===== src/rtl/socCfg.svh =====
`ifndef SOC_CFG_SVH
`define SOC_CFG_SVH

////////////////////////////////////////
// Bus widths
////////////////////////////////////////

`define SOC_ADDR_W 32
`define SOC_DATA_W 32

////////////////////////////////////////
// Memory map
////////////////////////////////////////

// RAM window of 64kB, only the first 4kB are backed
`define SOC_RAM_BASE   32'h0011_0000
`define SOC_RAM_MASK   32'hFFFF_0000

// Timer window of 4kB
`define SOC_TIMER_BASE 32'h0020_0000
`define SOC_TIMER_MASK 32'hFFFF_F000

// RAM depth in words
`define SOC_RAM_WORDS  1024

`endif


===== src/rtl/socPkg.sv =====
`default_nettype none

`include "socCfg.svh"

package socPkg;

  // AHB transfer type encoding
  typedef enum logic [1:0] {
    IDLE   = 2'b00,
    BUSY   = 2'b01,
    NONSEQ = 2'b10,
    SEQ    = 2'b11
  } htrans_t;

  // HRESP
  typedef enum logic {
    OKAY  = 1'b0,
    ERROR = 1'b1
  } respKind_t;

  // Master side, address and data phase signals
  typedef struct packed {
    logic                   sel;
    logic [`SOC_ADDR_W-1:0] addr;
    logic                   write;
    htrans_t                trans;
    logic [`SOC_DATA_W-1:0] wdata;
  } ahbReq_t;

  // Slave answer
  typedef struct packed {
    logic [`SOC_DATA_W-1:0] rdata;
    logic                   readyOut;
    respKind_t              resp;
  } ahbRsp_t;

  // Which slave owns the current data phase
  typedef enum logic [1:0] {
    SEL_RAM   = 2'd0,
    SEL_TIMER = 2'd1,
    SEL_ERROR = 2'd2
  } slaveSel_t;

endpackage

`default_nettype wire


===== src/rtl/addrDecoder.sv =====
`timescale 1ns/1ps
`default_nettype none

`include "socCfg.svh"

module addrDecoder (
  input  wire logic            hclk_i,
  input  wire logic            arstN_i,

  input  wire socPkg::ahbReq_t req_i,

  // Slave answers
  input  wire socPkg::ahbRsp_t ramRsp_i,
  input  wire socPkg::ahbRsp_t timerRsp_i,
  input  wire socPkg::ahbRsp_t errRsp_i,

  // Per-slave select
  output logic                 ramSel_o,
  output logic                 timerSel_o,
  output logic                 errSel_o,

  output logic                 hready_o,
  output socPkg::ahbRsp_t      rsp_o
);

  import socPkg::*;

  ////////////////////////////////////////
  // Address phase decode
  ////////////////////////////////////////

  logic      ramHit;
  logic      timerHit;
  slaveSel_t addrSel;
  slaveSel_t dataSelQ;

  assign ramHit   = (req_i.addr & `SOC_RAM_MASK) == `SOC_RAM_BASE;
  assign timerHit = (req_i.addr & `SOC_TIMER_MASK) == `SOC_TIMER_BASE;

  // RAM wins if the regions ever overlap
  always_comb begin
    if (ramHit) begin
      addrSel = SEL_RAM;
    end else if (timerHit) begin
      addrSel = SEL_TIMER;
    end else begin
      addrSel = SEL_ERROR;
    end
  end

  assign ramSel_o   = req_i.sel && (addrSel == SEL_RAM);
  assign timerSel_o = req_i.sel && (addrSel == SEL_TIMER);
  assign errSel_o   = req_i.sel && (addrSel == SEL_ERROR);

  ////////////////////////////////////////
  // Data phase select and response mux
  ////////////////////////////////////////

  // Moves on only when the current data phase completes
  always_ff @(posedge hclk_i or negedge arstN_i) begin
    if (!arstN_i) begin
      dataSelQ <= SEL_RAM;
    end else if (hready_o) begin
      dataSelQ <= addrSel;
    end
  end

  always_comb begin
    case (dataSelQ)
      SEL_RAM:   rsp_o = ramRsp_i;
      SEL_TIMER: rsp_o = timerRsp_i;
      default:   rsp_o = errRsp_i;
    endcase
  end

  // HREADY back to the master and to all slaves
  assign hready_o = rsp_o.readyOut;

endmodule

`default_nettype wire


===== config.mk =====
export PLATFORM = sky130hd
export DESIGN_NAME = addrDecoder
export DESIGN_NICKNAME = d
export VERILOG_FILES = /design/src/rtl/socPkg.sv /design/src/rtl/addrDecoder.sv
export VERILOG_INCLUDE_DIRS = /design/src /design/src/rtl
export SDC_FILE = /design/constraint.sdc
export NUM_CORES = 1
export LEC_CHECK = 0
export BUFFER_PORTS_ARGS = -buffer_cell sky130_fd_sc_hd__clkbuf_2
export CAP_MARGIN = 0
export CORE_AREA = 2 2 82 84
export DETAILED_ROUTE_END_ITERATION = 10
export DIE_AREA = 0 0 84 86
export PLACE_DENSITY = 0.62
export SLEW_MARGIN = 20
export SYNTH_ARGS = -nofsm -noshare
export SYNTH_HDL_FRONTEND = slang
export SYNTH_SLANG_ARGS = --single-unit

===== constraint.sdc =====
create_clock -name hclk_i -period 3.4 [get_ports hclk_i]
set_input_delay 0.17 -clock hclk_i [delete_from_list [all_inputs] [get_ports hclk_i]]
set_output_delay 0.17 -clock hclk_i [all_outputs]
set_load 0.03 [all_outputs]

==> Word-level counts from Yosys, hierarchy flattened <==
Cells that the tools add are included.
W data, S select, Z words.
{ "op_classes": {"addsub": 0, "muxes": 3, "n_bitwise": 0, "n_div": 0, "mul": 0, "n_shift": 0, "n_lt_le_gt_ge": 0, "n_eq_ne": 5, "reduce_logical": 5} }
{ "ops": {"columns": ["cell", "count"], "rows": [
  ["$pmux W34 S2", 1],
  ["$eq A20 B10 Y1 const B", 1],
  ["$eq A16 B5 Y1 const B", 1],
  ["$eq A2 B1 Y1 const B", 2],
  ["$logic_not A2 Y1", 2],
  ["$mux W2", 2],
  ["$logic_and A1 B1 Y1", 3],
  ["$eq A2 B2 Y1 const B", 1]
]} }
{ "totals": {"n_memories": 0, "rom_bits": 0, "ff_bits": 2, "ramBits": 0, "input_bits": 172, "word_cells": 14, "output_inout_bits": 38, "latch_bits": 0} }

==> Depth between registers and ports, before layout <==
{ "logic_depth": {"depth_word": 5, "depth_mapped": 5, "mapped_depth_nobuf": 4} }

==> Least setup slack after synthesis <==
OpenSTA, ideal clock, no wires.
{ "synth_timing": {"path_kind": "reg-to-output", "start": "register dataSelQ[0]", "end": "output port rsp_o[10] (netlist name)", "path_buffers": 2, "required_time_ns": 3.230, "stages_incl_launch_ff": 5, "arrival_ns": 1.486, "slack_ns": 1.744, "path_cell_list": "dfrtp_1 > buf_4 > buf_4 > mux2i_1 > o21ai_0"} }
{ "synth_lines": {"columns": ["element", "line", "rtl"], "rows": [
  ["start: declaration", "addrDecoder.sv:35", "slaveSel_t dataSelQ;"],
  ["start signal: assignment", "addrDecoder.sv:64", "dataSelQ <= addrSel;"],
  ["end: declaration", "addrDecoder.sv:23", "output socPkg::ahbRsp_t rsp_o"]
]} }

==> flow_summary_export.csv <==
group,metric,value,unit
yosys,syn-num-nets,309,
setup_path,r2r_cells,3,
worst_hold_path,hp-class,"primary input to asynchronous set/reset pin",
sta,timing.setup.tns,0,ns
final_layout,top_register,"dataSelQ",
sta,fin_crit_sh,0.618,
placement,portBuffers,162,
setup_path,critPathRequiredTime,3.23,ns
power,pwr-share-comb,0.592,
power,seqPwrFrac,0.082,
run,maxCapViolations,0,
sta,rsz0062_at_grt,"false",
yosys,yosysTopAreaCellShare,0.388,
global_route,grt.met2_usage,0.199,
sta,slew_headroom,0.348,
floorplanning,start_util,0.140,
sta,max_freq,476,MHz
sta,period_needed,2.10,ns
global_route,grt_start_max_net_pins,68,
yosys,yosysUniqueCellTypes,22,
setup_path,cp-end-kind,"output pin",
final_layout,n_antenna_cell,0,
power,vdd_drop_max,122,µV
drt,drt_first_pass_iters,4,
status,status,"finished, final reports clean",
yosys,synthFlopType,"dfrtp_1",
clock_network,cts_made_buffers,3,
drt,dr.first_iter.drc_count,11,
yosys,yosysWarnings,0,
yosys,async_flop_share,1.00,
final_layout,ff_latch_area,52.6,µm²
final_layout,layout-drive-gt1-share,0.586,
power,p_sw_frac,0.376,
final_layout,largestRegisters,"dataSelQ x2",
setup_path,r2r_start,"dataSelQ[1]$_DFFE_PN0P_",
power,power.switching,109,µW
global_route,overflow,0,
final_layout,areaGrowthSynthToFinish,103,%
global_route,grt_pass1_wl,5840,µm
clock_network,cts_root_buf,"clkbuf_8",
floorplanning,core,6280,µm²
global_route,grt_pass1_vias,1387,
setup_path,path_class,"flop to output pin",
floorplanning,dieArea,7220,µm²
yosys,synth_edf_count,0,
final_layout,largest_reg_flops,2,
floorplanning,rows,29,
global_route,grtUsageMet3,0.0115,
power,power.share.clock,0.325,
power,powerDensity,163,nW/µm²
drt,routed_wl,3730,µm
clock_network,cts.repair.resized,0,
placement,routabilityCongestion,0.730,
sta,hold_violations,0,
sta,final-max-slew-violation-count,0,
sta,finalSetupViolCount,0,
setup_path,cp-start-kind,"flop",
power,cellInternalPower,182,µW
yosys,yosysTopAreaCell,"mux2i_1",
sta,holdWs,0.275,ns
drt,ant_nets,0,
global_route,antenna_found_initial,0,
yosys,synth_area,877,µm²
clock_network,cts_tree,"built",
drt,routedWlPerCell,10.1,µm
clock_network,htreeDepth,1,
setup_path,critPathArrivalTime,1.93,ns
yosys,synthTopCellsByArea,"mux2i_1 (39%), nand2_1 (15%), o21ai_0 (11%)",
floorplanning,die-width,84,µm
setup_path,path_max_fanout,67,
final_layout,fillers,706,
yosys,synth_most_common_cell,"nand2_1",
yosys,ys_ff_latch,2,
sta,finalClockSkew,0.00388,ns
yosys,ys_seq_area_frac,0.0571,
power,leakage,1.00,nW
drt,avgViaCountPerCell,4.15,
yosys,synth_commonest_cells,"nand2_1 (35), mux2i_1 (34), o21ai_0 (19)",
clock_network,cts.reportedPaths.clkPinSlew,0.03,ns
clock_network,clockBufferDepth,2,
setup_path,cp-startpoint,"dataSelQ[1]$_DFFE_PN0P_",
global_route,grt_usage,0.0965,
global_route,met1_usage,0.102,
final_layout,multiInputGateArea,749,µm²
final_layout,final_nets,466,
clock_network,cts.sinks,2,
sta,tightest_slew,0.978,ns
drt,drc,0,
yosys,synth_area_per_cell,6.40,µm²
global_route,grt.busiest_layer,"met2",
placement,dp_hpwl,3190,µm
clock_network,clkLatencyLatePin,0.21,ns
floorplanning,die_h,86,µm
drt,vias,1532,
yosys,syn_inst,137,
floorplanning,io_pins,210,
## routing by layer
metal / wire length, µm / vias to the layer above
met5: 0 / -
met4: 5 / 0
met3: 328 / 2
met2: 2040 / 93
met1: 1350 / 642
li1: - / 795
## worst max-delay path: stages, from the launching register on
cell and delay (ns):
dfrtp_2 1.00, inv_2 0.09, mux2_4 0.35, inv_1 0.07, clkbuf_2 0.20
## stage by stage
step / instance area, µm² / power [mW] / instances / utilization / setup WS [ns]
floorplan: 877 / 0.104 / 137 / - / 1.74
global placement: 1730 / 0.195 / 365 / 0.276 / 1.52
detailed placement: 1730 / 0.197 / 365 / 0.276 / 1.50
CTS: 1780 / 0.298 / 369 / 0.284 / 1.27
global route: 1780 / 0.312 / 369 / 0.284 / 1.07
finish: 1780 / 0.291 / 369 / 0.284 / 1.30
## power by group through the flow
| stage | registers [mW] | clock network [mW] | logic [mW] |
|---|---|---|---|
| 2_1_floorplan | 0.0242 | 0 | 0.0801 |
| 3_5_place_dp | 0.0242 | 0 | 0.173 |
| 3_3_place_gp | 0.0242 | 0 | 0.170 |
| 5_1_grt | 0.0240 | 0.0993 | 0.189 |
| 6_report | 0.0240 | 0.0947 | 0.172 |
| 4_1_cts | 0.0240 | 0.0995 | 0.174 |
## timing repair
| item | 4_1_cts | 5_1_grt |
|---|---|---|
| hold buffers | 1 | 0 |
| setup buffers | 0 | 0 |
| endpoints found under the hold margin | 2 | 0 |
## worst paths after layout
path | to | slack [ns]
worst max-delay path | rsp_o[1] | 1.30
worst min-delay path | dataSelQ[1]$_DFFE_PN0P_ | 0.27
worst max register to register | dataSelQ[0]$_DFFE_PN0P_ | 1.60
worst min register to register | dataSelQ[1]$_DFFE_PN0P_ | 1.02
max in group asynchronous | dataSelQ[0]$_DFFE_PN0P_ | 3.01
min in group hclk_i | dataSelQ[1]$_DFFE_PN0P_ | 0.31
## final cells by class
class | instances | share of cell area
repair buffers | 164 | 0.465
multi-input cells | 119 | 0.420
well taps | 77 | 0.0540
flip-flops and latches | 2 | 0.0295
clock buffers | 3 | 0.0232
inverters | 4 | 0.00842
## layout by cell type (no fill, tap or decap)
master / instances
nor3_1: 2
clkbuf_2: 162
inv_2: 1
inv_1: 3
or2_1: 1
nand4_1: 1
o21ai_0: 19
nand2_1: 35
dlygate4sd3_1: 1
nor2_1: 4
a21oi_1: 1
nor4b_1: 1
a211oi_1: 1
mux2i_1: 34
o21ai_1: 14
nand3b_1: 1
o22ai_1: 1
clkbuf_8: 3
nor4_1: 2
o31ai_2: 1
buf_4: 1
mux2_4: 1
dfrtp_2: 2
## logic make-up after synthesis
kind of cell	after synthesis	share of synthesized area
muxes	35	0.405
DFF	2	0.0571
buffers and inverters	16	0.0884
and+or+nand+nor	47	0.225
AOI/OAI and AO/OA	37	0.224
Note: power is estimated with default switching activity, not from simulation.
