File: config.mk
export PLATFORM = sky130hd
export DESIGN_NAME = timerSlave
export DESIGN_NICKNAME = d
export VERILOG_FILES = /design/src/rtl/socPkg.sv /design/src/rtl/timerSlave.sv
export VERILOG_INCLUDE_DIRS = /design/src /design/src/rtl
export SDC_FILE = /design/constraint.sdc
export NUM_CORES = 1
export LEC_CHECK = 0
export BUFFER_PORTS_ARGS = -buffer_cell sky130_fd_sc_hd__buf_2
export CORE_UTILIZATION = 61
export CTS_BUF_LIST = sky130_fd_sc_hd__clkbuf_4 sky130_fd_sc_hd__clkbuf_8 sky130_fd_sc_hd__clkbuf_16
export CTS_CLUSTER_DIAMETER = 150
export DETAILED_ROUTE_END_ITERATION = 8
export PLACE_DENSITY = 0.86
export SLEW_MARGIN = 20
export SYNTH_ARGS = -nofsm -noshare
export SYNTH_HDL_FRONTEND = slang
export SYNTH_SLANG_ARGS = --single-unit
File: constraint.sdc
create_clock -name hclk_i -period 5.65 [get_ports hclk_i]
set_input_delay 0.2825 -clock hclk_i [delete_from_list [all_inputs] [get_ports hclk_i]]
set_output_delay 0.2825 -clock hclk_i [all_outputs]
set_load 0.005 [all_outputs]
File: src/rtl/socCfg.svh
`ifndef SOC_CFG_SVH
`define SOC_CFG_SVH

////////////////////////////////////////
// Bus widths
////////////////////////////////////////

`define SOC_ADDR_W 32
`define SOC_DATA_W 32

////////////////////////////////////////
// Memory map
////////////////////////////////////////

// RAM window of 64kB, only the first 4kB are backed
`define SOC_RAM_BASE   32'h0011_0000
`define SOC_RAM_MASK   32'hFFFF_0000

// Timer window of 4kB
`define SOC_TIMER_BASE 32'h0020_0000
`define SOC_TIMER_MASK 32'hFFFF_F000

// RAM depth in words
`define SOC_RAM_WORDS  1024

`endif

File: src/rtl/socPkg.sv
`default_nettype none

`include "socCfg.svh"

package socPkg;

  // AHB transfer type encoding
  typedef enum logic [1:0] {
    IDLE   = 2'b00,
    BUSY   = 2'b01,
    NONSEQ = 2'b10,
    SEQ    = 2'b11
  } htrans_t;

  // HRESP
  typedef enum logic {
    OKAY  = 1'b0,
    ERROR = 1'b1
  } respKind_t;

  // Master side, address and data phase signals
  typedef struct packed {
    logic                   sel;
    logic [`SOC_ADDR_W-1:0] addr;
    logic                   write;
    htrans_t                trans;
    logic [`SOC_DATA_W-1:0] wdata;
  } ahbReq_t;

  // Slave answer
  typedef struct packed {
    logic [`SOC_DATA_W-1:0] rdata;
    logic                   readyOut;
    respKind_t              resp;
  } ahbRsp_t;

  // Which slave owns the current data phase
  typedef enum logic [1:0] {
    SEL_RAM   = 2'd0,
    SEL_TIMER = 2'd1,
    SEL_ERROR = 2'd2
  } slaveSel_t;

endpackage

`default_nettype wire

File: src/rtl/timerSlave.sv
`timescale 1ns/1ps
`default_nettype none

`include "socCfg.svh"

module timerSlave (
  input  wire logic            hclk_i,
  input  wire logic            arstN_i,

  input  wire socPkg::ahbReq_t req_i,
  input  wire logic            sel_i,
  input  wire logic            hready_i,
  output socPkg::ahbRsp_t      rsp_o,

  output logic                 tint_o
);

  import socPkg::*;

  // Register codes derived from the byte offset
  localparam logic [1:0] RegCount   = 2'd0;
  localparam logic [1:0] RegCompare = 2'd1;
  localparam logic [1:0] RegControl = 2'd2;
  localparam logic [1:0] RegNone    = 2'd3;

  logic                   accept;
  logic [1:0]             addrReg;
  logic [1:0]             regQ;
  logic                   wrPendQ;
  logic                   wrEn;

  logic [`SOC_DATA_W-1:0] countQ;
  logic [`SOC_DATA_W-1:0] compareQ;
  logic [`SOC_DATA_W-1:0] controlQ;
  logic                   tintQ;

  assign accept = sel_i && hready_i && (req_i.trans == NONSEQ);

  ////////////////////////////////////////
  // Address phase
  ////////////////////////////////////////

  // Offset inside the 4kB window
  always_comb begin
    case (req_i.addr[11:0])
      12'h000: addrReg = RegCount;
      12'h004: addrReg = RegCompare;
      12'h008: addrReg = RegControl;
      default: addrReg = RegNone;
    endcase
  end

  always_ff @(posedge hclk_i or negedge arstN_i) begin
    if (!arstN_i) begin
      wrPendQ <= 1'b0;
      regQ    <= RegNone;
    end else if (hready_i) begin
      wrPendQ <= accept && req_i.write;
      regQ    <= accept ? addrReg : RegNone;
    end
  end

  assign wrEn = wrPendQ && hready_i;

  ////////////////////////////////////////
  // Registers
  ////////////////////////////////////////

  always_ff @(posedge hclk_i or negedge arstN_i) begin
    if (!arstN_i) begin
      countQ   <= '0;
      compareQ <= '0;
      controlQ <= '0;
    end else begin
      // A bus write to count overrides the increment
      if (wrEn && (regQ == RegCount)) begin
        countQ <= req_i.wdata;
      end else if (controlQ[0]) begin
        countQ <= countQ + `SOC_DATA_W'(1);
      end
      if (wrEn && (regQ == RegCompare)) begin
        compareQ <= req_i.wdata;
      end
      if (wrEn && (regQ == RegControl)) begin
        controlQ <= req_i.wdata;
      end
    end
  end

  // Interrupt lags its condition by one clock
  always_ff @(posedge hclk_i or negedge arstN_i) begin
    if (!arstN_i) begin
      tintQ <= 1'b0;
    end else begin
      tintQ <= controlQ[0] && (countQ >= compareQ);
    end
  end

  assign tint_o = tintQ;

  ////////////////////////////////////////
  // Read back
  ////////////////////////////////////////

  always_comb begin
    case (regQ)
      RegCount:   rsp_o.rdata = countQ;
      RegCompare: rsp_o.rdata = compareQ;
      RegControl: rsp_o.rdata = controlQ;
      default:    rsp_o.rdata = '0;
    endcase
  end

  assign rsp_o.readyOut = 1'b1;
  assign rsp_o.resp     = OKAY;

endmodule

`default_nettype wire

# After elaboration in Yosys (flattened, before gate mapping)
# Cells that the tools add are included.
# totals
regBits	100
word_cells	29
# op_classes
addsub	1
n_lt_le_gt_ge	1
n_eq_ne	5
muxes	5
reduce_logical	11
# op_table
op	n
$pmux 32 s3	1
$mux 32	2
$add 32x1->32 const B	1
$ge 32x32->1	1
$eq 12x3->1 const B	1
$eq 12x4->1 const B	1
$logic_not 12->1	1
$logic_and 1x1->1	8
$pmux 2 s3	1
$eq 2x2->1 const B	2
$eq 2x1->1 const B	1
$logic_not 2->1	1
$mux 2	1
$reduce_bool 2->1	1

# Depth between registers and ports, before layout
# Gate-level depths: netlist of run 1.
# depth
depth_word	3
ltp_mapped	7
depth_no_buf	7

# Worst setup path before layout of run 1
# Ideal clock, no wire load.
# synth_path
path_type	reg2reg
from	reg countQ[0]
to	reg tintQ, in the netlist tint_o
arrival_time_ns	1.798
required_ns	5.516
setup_slack_ns	3.718
stages_incl_launch_ff	8
path_buffers	0
cell_sequence	dfrtp_1 -> inv_1 -> ha_1 -> nand2b_1 -> a2111oi_0 -> o21ai_1 -> a2111oi_0 -> o21ai_1
# synth_between
elab_chain_len	2
# synth_rtl
element	line_no	source
start: declaration	timerSlave.sv:32	logic [`SOC_DATA_W-1:0] countQ;
start signal: assignment	timerSlave.sv:77	countQ <= req_i.wdata;
start signal: assignment	timerSlave.sv:79	countQ <= countQ + `SOC_DATA_W'(1);
$ge 32x32->1	timerSlave.sv:95	tintQ <= controlQ[0] && (countQ >= compareQ);
$logic_and 1x1->1	timerSlave.sv:95	
end signal: assignment	timerSlave.sv:95	
end: declaration	timerSlave.sv:35	logic tintQ;
# No other way between the ends.
# A chain may end at the register's enable or synchronous reset.

==> results.json, run 1 <==
{
  "outcome": "completed",
  "worstHoldStart": "req_i[3]",
  "dieWidth_microns": 99.42,
  "ys_types": 50,
  "crit_fanout": 37,
  "final_nets": 748,
  "drive_above_1_share": 0.1898,
  "finalCriticalPeriod_ps": 2781,
  "drv_cap": 0,
  "clockRootBuffer": "clkbuf_8",
  "drc": 0,
  "r2r-end": "tint_o",
  "slew_headroom": 0.3317,
  "die_area_sq_um": 9884,
  "period_share": 0.4923,
  "cp_top_family": "flip-flops",
  "final_antenna_net_count": 0,
  "rsz0062_at_grt": "no",
  "grt_pass1_wl_mm": 21.97,
  "whs_path_depth": 3,
  "fillers": 690,
  "diodes": 0,
  "critical_path_class": "reg2out",
  "synth_edf_count": 0,
  "antenna_found_initial": 0,
  "cp_slowest_cell": "dfstp_2",
  "io_pins": 107,
  "yosys_warnings": 0,
  "synth-seq-area-share": 0.4327,
  "io_buffers": 83,
  "clockBufferDepth": 2,
  "netlist_area_sq_um": 5789,
  "fmax_ghz": 0.3595,
  "ys_ff_latch": 100,
  "setup-violations-final": 0,
  "drv_slew": 0,
  "cp_num_cells": 5,
  "crit_required_ps": 5370,
  "fin_area_sq_um": 6518,
  "clkSlewWorstSetupHoldPaths_ps": 100,
  "dp_slack_ps": 3215,
  "firstDrtPassIters": 4,
  "hpwl_mm": 8.883,
  "grt_pass1_vias": 4578,
  "clock-sinks": 100,
  "hold_path_class": "in2reg",
  "min_to": "countQ[3]",
  "ctsHoldBuffers": 1,
  "worst_slack_ps": 2869,
  "synth_ff_type": "dfrtp_1",
  "dpl_cell_area_sq_um": 6277,
  "leakage_uw": 0.003147,
  "drt_iter0_drc": 189,
  "reg2reg_from": "countQ[0]",
  "hold_viol_final": 0,
  "worstPathArrival_ps": 2500,
  "tightestPinTransition_ps": 997.0,
  "coreArea_sq_um": 9196,
  "endpoint_kind": "output pin",
  "reg2regPathDepth": 7,
  "grt-ovfl-total": 0,
  "grt_usage": 0.2836,
  "syn_inst": 570,
  "yosysTopAreaCell": "dfrtp_1",
  "routedWlPerCell_microns": 17.12,
  "crit_buf_inv": 2,
  "slowest_delay_ps": 1020,
  "crit_chain": "nor2b_2 > buf_4 > nand2_1 > o21ai_0 > buf_2",
  "grt_max_degree": 76,
  "area_growth_pct": 12.58,
  "vdd_ir_drop_max_v": 0.0001694,
  "initial_core_util": 0.6295,
  "syn_avg_cell_area_sq_um": 10.16,
  "finalWeightedCongestion": 0.8594,
  "crit_path_start_kind": "flop",
  "num_vias": 4484,
  "die_y_microns": 99.42,
  "synth_top_area_frac": 0.4236,
  "finClkSkew_ps": 12.85,
  "numCtsBuffers": 9,
  "power_density_nw_per_um2": 305.5,
  "fp-row-count": 35,
  "synth_nets": 675,
  "cts_resized": 0,
  "synthArstFlopShare": 1.000,
  "cts_tree": "built",
  "cts_setup_buffers": 0,
  "setup-tns-final_ps": 0,
  "synthTopCellsByArea": "dfrtp_1 42%, mux2_1 11%, ha_1 7.1%, mux2i_1 5.7%, nand2_1 5.4%",
  "htreeDepth": 3,
  "routed_via_density": 5.908,
  "r2r_slack_ps": 3180,
  "routed_wl_mm": 13.00,
  "clock_latency_ps": 380
}
## worst reg2reg max path: stages, from the launching register on
cell	delay [ps]
dfrtp_1	450
inv_1	70
ha_1	280
nand2b_1	140
a2111oi_0	400
o21ai_1	160
a2111oi_0	700
o21ai_1	140
## sequential cells by signal, summed over array words and instances (netlist names)
name	cells
controlQ	32
wrPendQ	1
compareQ	32
regQ	2
countQ	32
tint_o	1
## logic make-up after synthesis
| group | Yosys count | share of synthesized area |
|---|---|---|
| compound gates | 96 | 0.09185 |
| mux | 97 | 0.1815 |
| fa+ha+maj | 33 | 0.07132 |
| flops | 100 | 0.4327 |
| other cells | 2 | 0.001297 |
| xor+xnor | 30 | 0.04539 |
| buf+inv | 65 | 0.04495 |
| simple gates | 147 | 0.1310 |
## Yosys cell counts, types with 2 or more instances
cell type / count
nand2_1: 83
ha_1: 33
and4_1: 4
mux2_1: 59
nand4_2: 2
mux2i_1: 33
inv_1: 37
mux2_2: 5
nand4_1: 16
o21ai_1: 33
nand3_1: 11
and2_1: 2
buf_1: 6
buf_4: 2
conb_1: 2
nor4_1: 2
and3_1: 5
nor3_1: 2
o22a_1: 2
dfrtp_1: 98
a21o_1: 3
xor2_1: 24
o21ai_0: 36
a2111oi_0: 2
a21oi_1: 9
nor2_1: 7
buf_2: 7
or3_1: 2
xnor2_1: 6
dfstp_2: 2
a211oi_1: 2
clkbuf_1: 13
o21a_1: 3
## through the flow
| stage | hold WS, ps | util | instances | total power [uW] |
|---|---|---|---|---|
| after floorplan | -13.09 | - | 570 | 1296 |
| after global placement | 200.8 | 0.6826 | 742 | 1427 |
| after detailed placement | 206.7 | 0.6826 | 742 | 1471 |
| after global routing | 132.4 | 0.7087 | 759 | 2104 |
| final | 131.5 | 0.7087 | 759 | 1991 |
| after CTS | 120.3 | 0.7087 | 759 | 1997 |
## metal layers
metal / GRT usage / part of all wire / routed length (microns) / up-vias
li1: - / - / - / 2131
met3: 0.05411 / 0.035 / 454 / 29
met1: 0.3530 / 0.43 / 5646 / 2222
met4: 0.1007 / 0.022 / 285 / 0
met5: 0 / 0 / 0 / -
met2: 0.4947 / 0.51 / 6611 / 102
## power breakdown
group / leakage, uW / internal [uW] / switching [uW]
combinational: 0.00179 / 223 / 295
sequential: 0.00125 / 805 / 144
clock: 0.000110 / 265 / 259
total: 0.00315 / 1290 / 699
## layout by cell type (no fill, tap or decap), types with 3 or more instances in the layout
cell,synthesis,layout
dfrtp_1,98,98
nand2_1,83,83
buf_2,7,82
mux2_1,59,59
inv_1,37,37
o21ai_0,36,36
mux2i_1,33,33
o21ai_1,33,33
ha_1,33,33
xor2_1,24,24
nand4_1,16,16
nand3_1,11,11
clkbuf_8,0,10
a21oi_1,9,9
nor2_1,7,7
buf_4,2,7
xnor2_1,6,6
mux2_2,5,5
and3_1,5,5
and4_1,4,4
o21a_1,3,3
a21o_1,3,3
## how the worst max path moves through the flow
| stage | to | startpoint | slack (ps) |
|---|---|---|---|
| final | rsp_o[15] | regQ[0] | 2870 |
| after global routing | rsp_o[17] | regQ[0] | 2760 |
| after CTS | rsp_o[15] | regQ[0] | 2880 |
| after detailed placement | controlQ[19] | regQ[0] | 3220 |
| after global placement | tint_o | countQ[0] | 3210 |
| after floorplan | tint_o | countQ[0] | 3720 |
## area by class of cell
| type | instances | area (sq um) | area share |
|---|---|---|---|
| clock inverter | 6 | 92.59 | 0.01421 |
| sequential | 100 | 2505 | 0.3843 |
| inverter | 37 | 138.9 | 0.02131 |
| timing repair buffer | 90 | 473.0 | 0.07257 |
| multi-input combinational | 405 | 3032 | 0.4652 |
| clock buffer | 10 | 137.6 | 0.02112 |
| tap | 111 | 138.9 | 0.02131 |
Note: power is estimated with default switching activity, not from simulation.
==> inputs of run 2 (changes only) <==
--- a/config.mk
+++ b/config.mk
@@ -7,11 +7,11 @@
 export NUM_CORES = 1
 export LEC_CHECK = 0
 export BUFFER_PORTS_ARGS = -buffer_cell sky130_fd_sc_hd__buf_2
-export CORE_UTILIZATION = 61
+export CORE_UTILIZATION = 51
 export CTS_BUF_LIST = sky130_fd_sc_hd__clkbuf_4 sky130_fd_sc_hd__clkbuf_8 sky130_fd_sc_hd__clkbuf_16
 export CTS_CLUSTER_DIAMETER = 150
 export DETAILED_ROUTE_END_ITERATION = 8
-export PLACE_DENSITY = 0.86
+export PLACE_DENSITY = 0.77
 export SLEW_MARGIN = 20
 export SYNTH_ARGS = -nofsm -noshare
 export SYNTH_HDL_FRONTEND = slang
==> constraint.sdc (replaced) <==
create_clock -name hclk_i -period 2.45 [get_ports hclk_i]
set_input_delay 0.1225 -clock hclk_i [delete_from_list [all_inputs] [get_ports hclk_i]]
set_output_delay 0.1225 -clock hclk_i [all_outputs]
set_load 0.005 [all_outputs]
==> run 2 against run 1 <==
Compared with the run above:
- cell count grew 4.7%
- clock skew shrank 2.8 ps
- via count shrank 0.33%
- largest cell class unchanged
- non-clock buffer count grew 9
- register-to-register slack lost 2900 ps
- global-route usage shrank 4.2 points
- wire length grew 1.7%
- clock-buffer cell count is the same
- clock power grew to 2.9 times the previous value
- flip-flop and latch count is the same
- die area grew 19%
- critical path type is now reg2reg
==> results.json, run 2 (synthesis results as in run 1) <==
{
  "clockRootBuffer": "clkbuf_16",
  "antenna_found_initial": 0,
  "crit_fanout": 5,
  "drive_above_1_share": 0.2000,
  "vdd_ir_drop_max_v": 0.0004476,
  "whs_ps": 13.57,
  "grt-ovfl-total": 0,
  "area_growth_pct": 16.14,
  "worstPathArrival_ps": 2400,
  "final_common_cell": "dfrtp_1",
  "worst_slack_ps": 263.6,
  "io_buffers": 83,
  "grt_pass1_wl_mm": 22.18,
  "final_cell_mix": "98 x dfrtp_1, 83 x nand2_1, 82 x buf_2, 59 x mux2_1, 37 x inv_1",
  "cp_top_family": "compound AO/OA/AOI/OAI gates",
  "crit_chain": "inv_1 > ha_1 > nand2b_1 > a2111oi_0 > o21ai_1 > a2111oi_2 > o21ai_1",
  "dp_slack_ps": 120.7,
  "critical_path_class": "reg2reg",
  "drv_slew": 0,
  "top_regs": "compareQ (32), controlQ (32), countQ (32)",
  "final-seq-area_sq_um": 2505,
  "clockBufferDepth": 2,
  "slowest_delay_ps": 440,
  "finalCriticalPeriod_ps": 2186,
  "cts_tree": "built",
  "rsz0062_at_grt": "no",
  "routed_via_density": 5.621,
  "fillers": 917,
  "io_pins": 107,
  "p_total_uw": 4893,
  "slew_headroom": 0.5152,
  "num_vias": 4469,
  "grt_usage": 0.2411,
  "leakage_uw": 0.003234,
  "routed_wl_mm": 13.21,
  "clock_latency_ps": 340,
  "crit_buf_inv": 1,
  "period_share": 0.8924,
  "hpwl_mm": 9.385,
  "dieWidth_microns": 108.5,
  "coreArea_sq_um": 10940,
  "numCtsBuffers": 9,
  "crit_path_start_kind": "flop",
  "die_y_microns": 108.5,
  "grt_max_degree": 57,
  "cp_slowest_cell": "dfrtp_1",
  "hold_viol_final": 0,
  "outcome": "completed",
  "setup-violations-final": 0,
  "fp-row-count": 38,
  "crit_required_ps": 2660,
  "drc": 0,
  "fmax_ghz": 0.4574,
  "cpMostUsedCell": "o21ai_1",
  "diodes": 0,
  "fin_area_sq_um": 6724,
  "initial_core_util": 0.5294,
  "clock-sinks": 100,
  "finalWeightedCongestion": 0.8601,
  "die_area_sq_um": 11780,
  "endpoint_kind": "flop",
  "setup-tns-final_ps": 0,
  "final_antenna_net_count": 0,
  "hold_path_class": "in2reg",
  "grt_pass1_vias": 4537,
  "tightestPinTransition_ps": 727.2,
  "htreeDepth": 3,
  "firstDrtPassIters": 4,
  "finClkSkew_ps": 10.08,
  "routedWlPerCell_microns": 16.62,
  "final_nets": 757,
  "power_density_nw_per_um2": 727.6,
  "drv_cap": 0,
  "clkSlewWorstSetupHoldPaths_ps": 70,
  "multiInputGateArea_sq_um": 3038,
  "drt_iter0_drc": 200,
  "dpl_cell_area_sq_um": 6394
}
-- run 2: cell types whose count changed in the layout (fill, tap and decap cells not counted), sizes merged --
cell and delta:
buf +9, inv -2
-- run 2: worst reg2reg max path, cell delays in order (launching register included) --
cell       delay, ps
dfrtp_1          440
inv_1             70
ha_1             280
nand2b_1         150
a2111oi_0        390
o21ai_1          180
a2111oi_2        440
o21ai_1          110
-- run 2: power breakdown --
group	internal (uW)	switching (uW)
combinational	518	674
clock	911	598
sequential	1860	332
-- run 2: metrics by stage --
stage,util,cells
final,0.6149,795
after global routing,0.6149,795
after CTS,0.6143,795
after detailed placement,0.5847,780
after global placement,0.5847,780
after floorplan,-,570
-- run 2: worst paths after layout --
kind	from	end	slack, ps	depth (start not counted)
setup / recovery	countQ[0]	tint_o	260	7
hold / removal	req_i[9]	countQ[9]	10	3
setup reg to reg	countQ[0]	tint_o	260	7
hold reg to reg	controlQ[27]	controlQ[27]	490	1
max in group asynchronous	arstN_i	controlQ[7]	1280	3
min in group asynchronous	arstN_i	compareQ[26]	380	2
-- run 2: cell type report --
class                           instances  share of cell area
Timing Repair Buffer                   99             0.08225
Multi-Input combinational cell        405              0.4518
Sequential cell                       100              0.3725
Clock inverter                          4             0.01116
Clock buffer                           10             0.03554
Tap cell                              140             0.02605
Inverter                               37             0.02065
-- run 2: what timing repair did --
item,CTS,global route
hold buffers,1,0
setup endpoints to repair,0,1
resized for setup,0,2
endpoints found under the hold margin,53,0
setup buffers,0,0
-- run 2: layer usage --
| metal | wire [microns] | vias to the layer above | track usage |
|---|---|---|---|
| met4 | 111 | 0 | 0.05116 |
| met1 | 5890 | 2214 | 0.3116 |
| met2 | 6781 | 94 | 0.4218 |
| li1 | - | 2151 | - |
| met3 | 431 | 10 | 0.04219 |
| met5 | 0 | - | 0 |
==> inputs of run 3 (changes only) <==
--- a/config.mk
+++ b/config.mk
@@ -7,10 +7,12 @@
 export NUM_CORES = 1
 export LEC_CHECK = 0
 export BUFFER_PORTS_ARGS = -buffer_cell sky130_fd_sc_hd__buf_2
+export CORE_ASPECT_RATIO = 1.25
 export CORE_UTILIZATION = 51
 export CTS_BUF_LIST = sky130_fd_sc_hd__clkbuf_4 sky130_fd_sc_hd__clkbuf_8 sky130_fd_sc_hd__clkbuf_16
 export CTS_CLUSTER_DIAMETER = 150
 export DETAILED_ROUTE_END_ITERATION = 8
+export GPL_ROUTABILITY_DRIVEN = 1
 export PLACE_DENSITY = 0.77
 export SLEW_MARGIN = 20
 export SYNTH_ARGS = -nofsm -noshare
==> run 3 against run 2 <==
Compared with the run above:
- cell count fell by 0.38%
- flip-flop and latch count did not move
- core utilization fell by 0.97 points
- total power fell by 0.80%
- register-to-register slack got worse by 110 ps
- wire length rose by 0.60%
- first-iteration DRC count fell by 3.5%
- die area barely moved
- clock power fell by 3%
- critical path type unchanged
- critical endpoint unchanged
- largest power group unchanged
==> results.json, run 3 (synthesis results as in run 1) <==
{
  "finalWeightedCongestion": 0.8273,
  "fillers": 928,
  "drv_slew": 0,
  "hpwl_mm": 9.335,
  "clockBufferDepth": 2,
  "crit_required_ps": 2660,
  "dp_slack_ps": 237.4,
  "critical_path_class": "reg2reg",
  "grt-ovfl-total": 0,
  "firstDrtPassIters": 5,
  "die_area_sq_um": 11780,
  "rsz0062_at_grt": "no",
  "clkPwrFrac": 0.303,
  "critPathLaunch": "countQ[0]",
  "clkSlewWorstSetupHoldPaths_ps": 70,
  "antenna_found_initial": 0,
  "hold_viol_final": 0,
  "endpoint_kind": "flop",
  "cts_setup_buffers": 0,
  "vdd_ir_drop_max_v": 0.0003485,
  "top_regs": "compareQ (32), controlQ (32), countQ (32)",
  "grt_pass1_vias": 4694,
  "coreArea_sq_um": 11080,
  "numCtsBuffers": 9,
  "finalCriticalPeriod_ps": 2297,
  "fmax_ghz": 0.4353,
  "fp-row-count": 43,
  "final_nets": 757,
  "slew_headroom": 0.5294,
  "cts_resized": 0,
  "die_y_microns": 121.1,
  "worstPathArrival_ps": 2510,
  "seq_power_share": 0.451,
  "setup-violations-final": 0,
  "power_density_nw_per_um2": 723.6,
  "power_frac_comb": 0.247,
  "power.internal_uw": 3232,
  "area_growth_pct": 15.86,
  "final_cell_mix": "98 x dfrtp_1, 83 x nand2_1, 82 x buf_2, 59 x mux2_1, 37 x inv_1",
  "p_sw_frac": 0.3340,
  "ctsHoldBuffers": 2,
  "drv_cap": 0,
  "io_buffers": 83,
  "crit_path_start_kind": "flop",
  "period_share": 0.9377,
  "clock-sinks": 100,
  "cp_slowest_cell": "a2111oi_0",
  "htreeDepth": 3,
  "final_antenna_net_count": 0,
  "initial_core_util": 0.5224,
  "reg2reg_from": "countQ[0]",
  "grt_usage": 0.2384,
  "r2r_slack_ps": 150,
  "finClkSkew_ps": 5.387,
  "io_pins": 107,
  "cts_tree": "built",
  "slowest_delay_ps": 570,
  "drc": 0,
  "tightestPinTransition_ps": 705.9,
  "leakage_uw": 0.003236,
  "grt_pass1_wl_mm": 22.38,
  "setup-tns-final_ps": 0,
  "routedWlPerCell_microns": 16.78,
  "whs_path_depth": 3,
  "whs_ps": 10.36,
  "clock_latency_ps": 350,
  "drive_above_1_share": 0.1994,
  "reg2regPathDepth": 7,
  "min_to": "countQ[9]",
  "num_vias": 4501,
  "worst_slack_ps": 152.6,
  "dieWidth_microns": 97.30,
  "grt_max_degree": 54,
  "outcome": "completed",
  "drt_iter0_drc": 193,
  "routed_via_density": 5.683,
  "worstHoldStart": "req_i[9]",
  "routed_wl_mm": 13.29,
  "diodes": 0,
  "r2r-end": "tint_o",
  "clockRootBuffer": "clkbuf_16",
  "crit_chain": "inv_1 > ha_1 > nand2b_1 > a2111oi_0 > o21ai_1 > a2111oi_0 > o21ai_1",
  "final_common_cell": "dfrtp_1",
  "power.switching_uw": 1621,
  "crit_fanout": 5,
  "hold_path_class": "in2reg"
}
[run 3: cell types whose count changed in the layout (fill, tap and decap cells not counted)]
| cell | delta |
|---|---|
| bufinv_16 | -1 |
| clkinv_2 | +2 |
| clkbuf_4 | +1 |
| buf_4 | -1 |
| a2111oi_2 | -1 |
| clkbuf_8 | +1 |
| clkinvlp_4 | -1 |
| a2111oi_0 | +1 |
| dlygate4sd3_1 | +1 |
[run 3: worst max-delay path by stage]
stage,endpoint,slack (ps),depth (start not counted)
2_1_floorplan,tint_o,520,7
3_3_place_gp,tint_o,350,7
3_5_place_dp,tint_o,240,7
4_1_cts,tint_o,210,7
5_1_grt,tint_o,40,7
6_report,tint_o,150,7
[run 3: area by class of cell]
class	count	area, sq um	area share
multi-input combinational	405	3032	0.4520
sequential	100	2505	0.3734
timing repair buffer	99	555.5	0.08282
clock buffer	12	260.3	0.03880
tap	135	168.9	0.02518
inverter	37	138.9	0.02071
clock inverter	4	47.55	0.007088
[run 3: through the flow]
| stage | std cells | instance area, sq um | util | total power (uW) |
|---|---|---|---|---|
| floorplan | 570 | 5789 | - | 2989 |
| global placement | 774 | 6380 | 0.5756 | 3301 |
| detailed placement | 774 | 6380 | 0.5756 | 3381 |
| CTS | 792 | 6708 | 0.6052 | 4880 |
| global route | 792 | 6708 | 0.6052 | 5134 |
| finish | 792 | 6708 | 0.6052 | 4854 |
[run 3: critical path: cells and delay by family (launching register included)]
family	cells	cell delay [ps]
AND/OR/NAND/NOR	1	130
buffers and inverters	1	70
AO/OA/AOI/OAI	4	1240
flip-flops	1	450
adder cells (fa/ha/maj)	1	280
[run 3: power by group through the flow]
stage	clock network [uW]	registers (uW)	logic (uW)
after global routing	1570	2230	1340
final	1470	2190	1200
after detailed placement	0	2210	1170
after global placement	0	2190	1110
after CTS	1490	2180	1200
after floorplan	0	2120	866
[run 3: layer usage]
| metal | vias to the layer above | global-route usage | share of wire | wire [microns] |
|---|---|---|---|---|
| li1 | 2160 | - | - | - |
| met1 | 2217 | 0.2745 | 0.41 | 5452 |
| met2 | 96 | 0.4291 | 0.53 | 7082 |
| met3 | 28 | 0.03744 | 0.034 | 450 |
| met4 | 0 | 0.1213 | 0.023 | 306 |
| met5 | - | 0 | 0 | 0 |
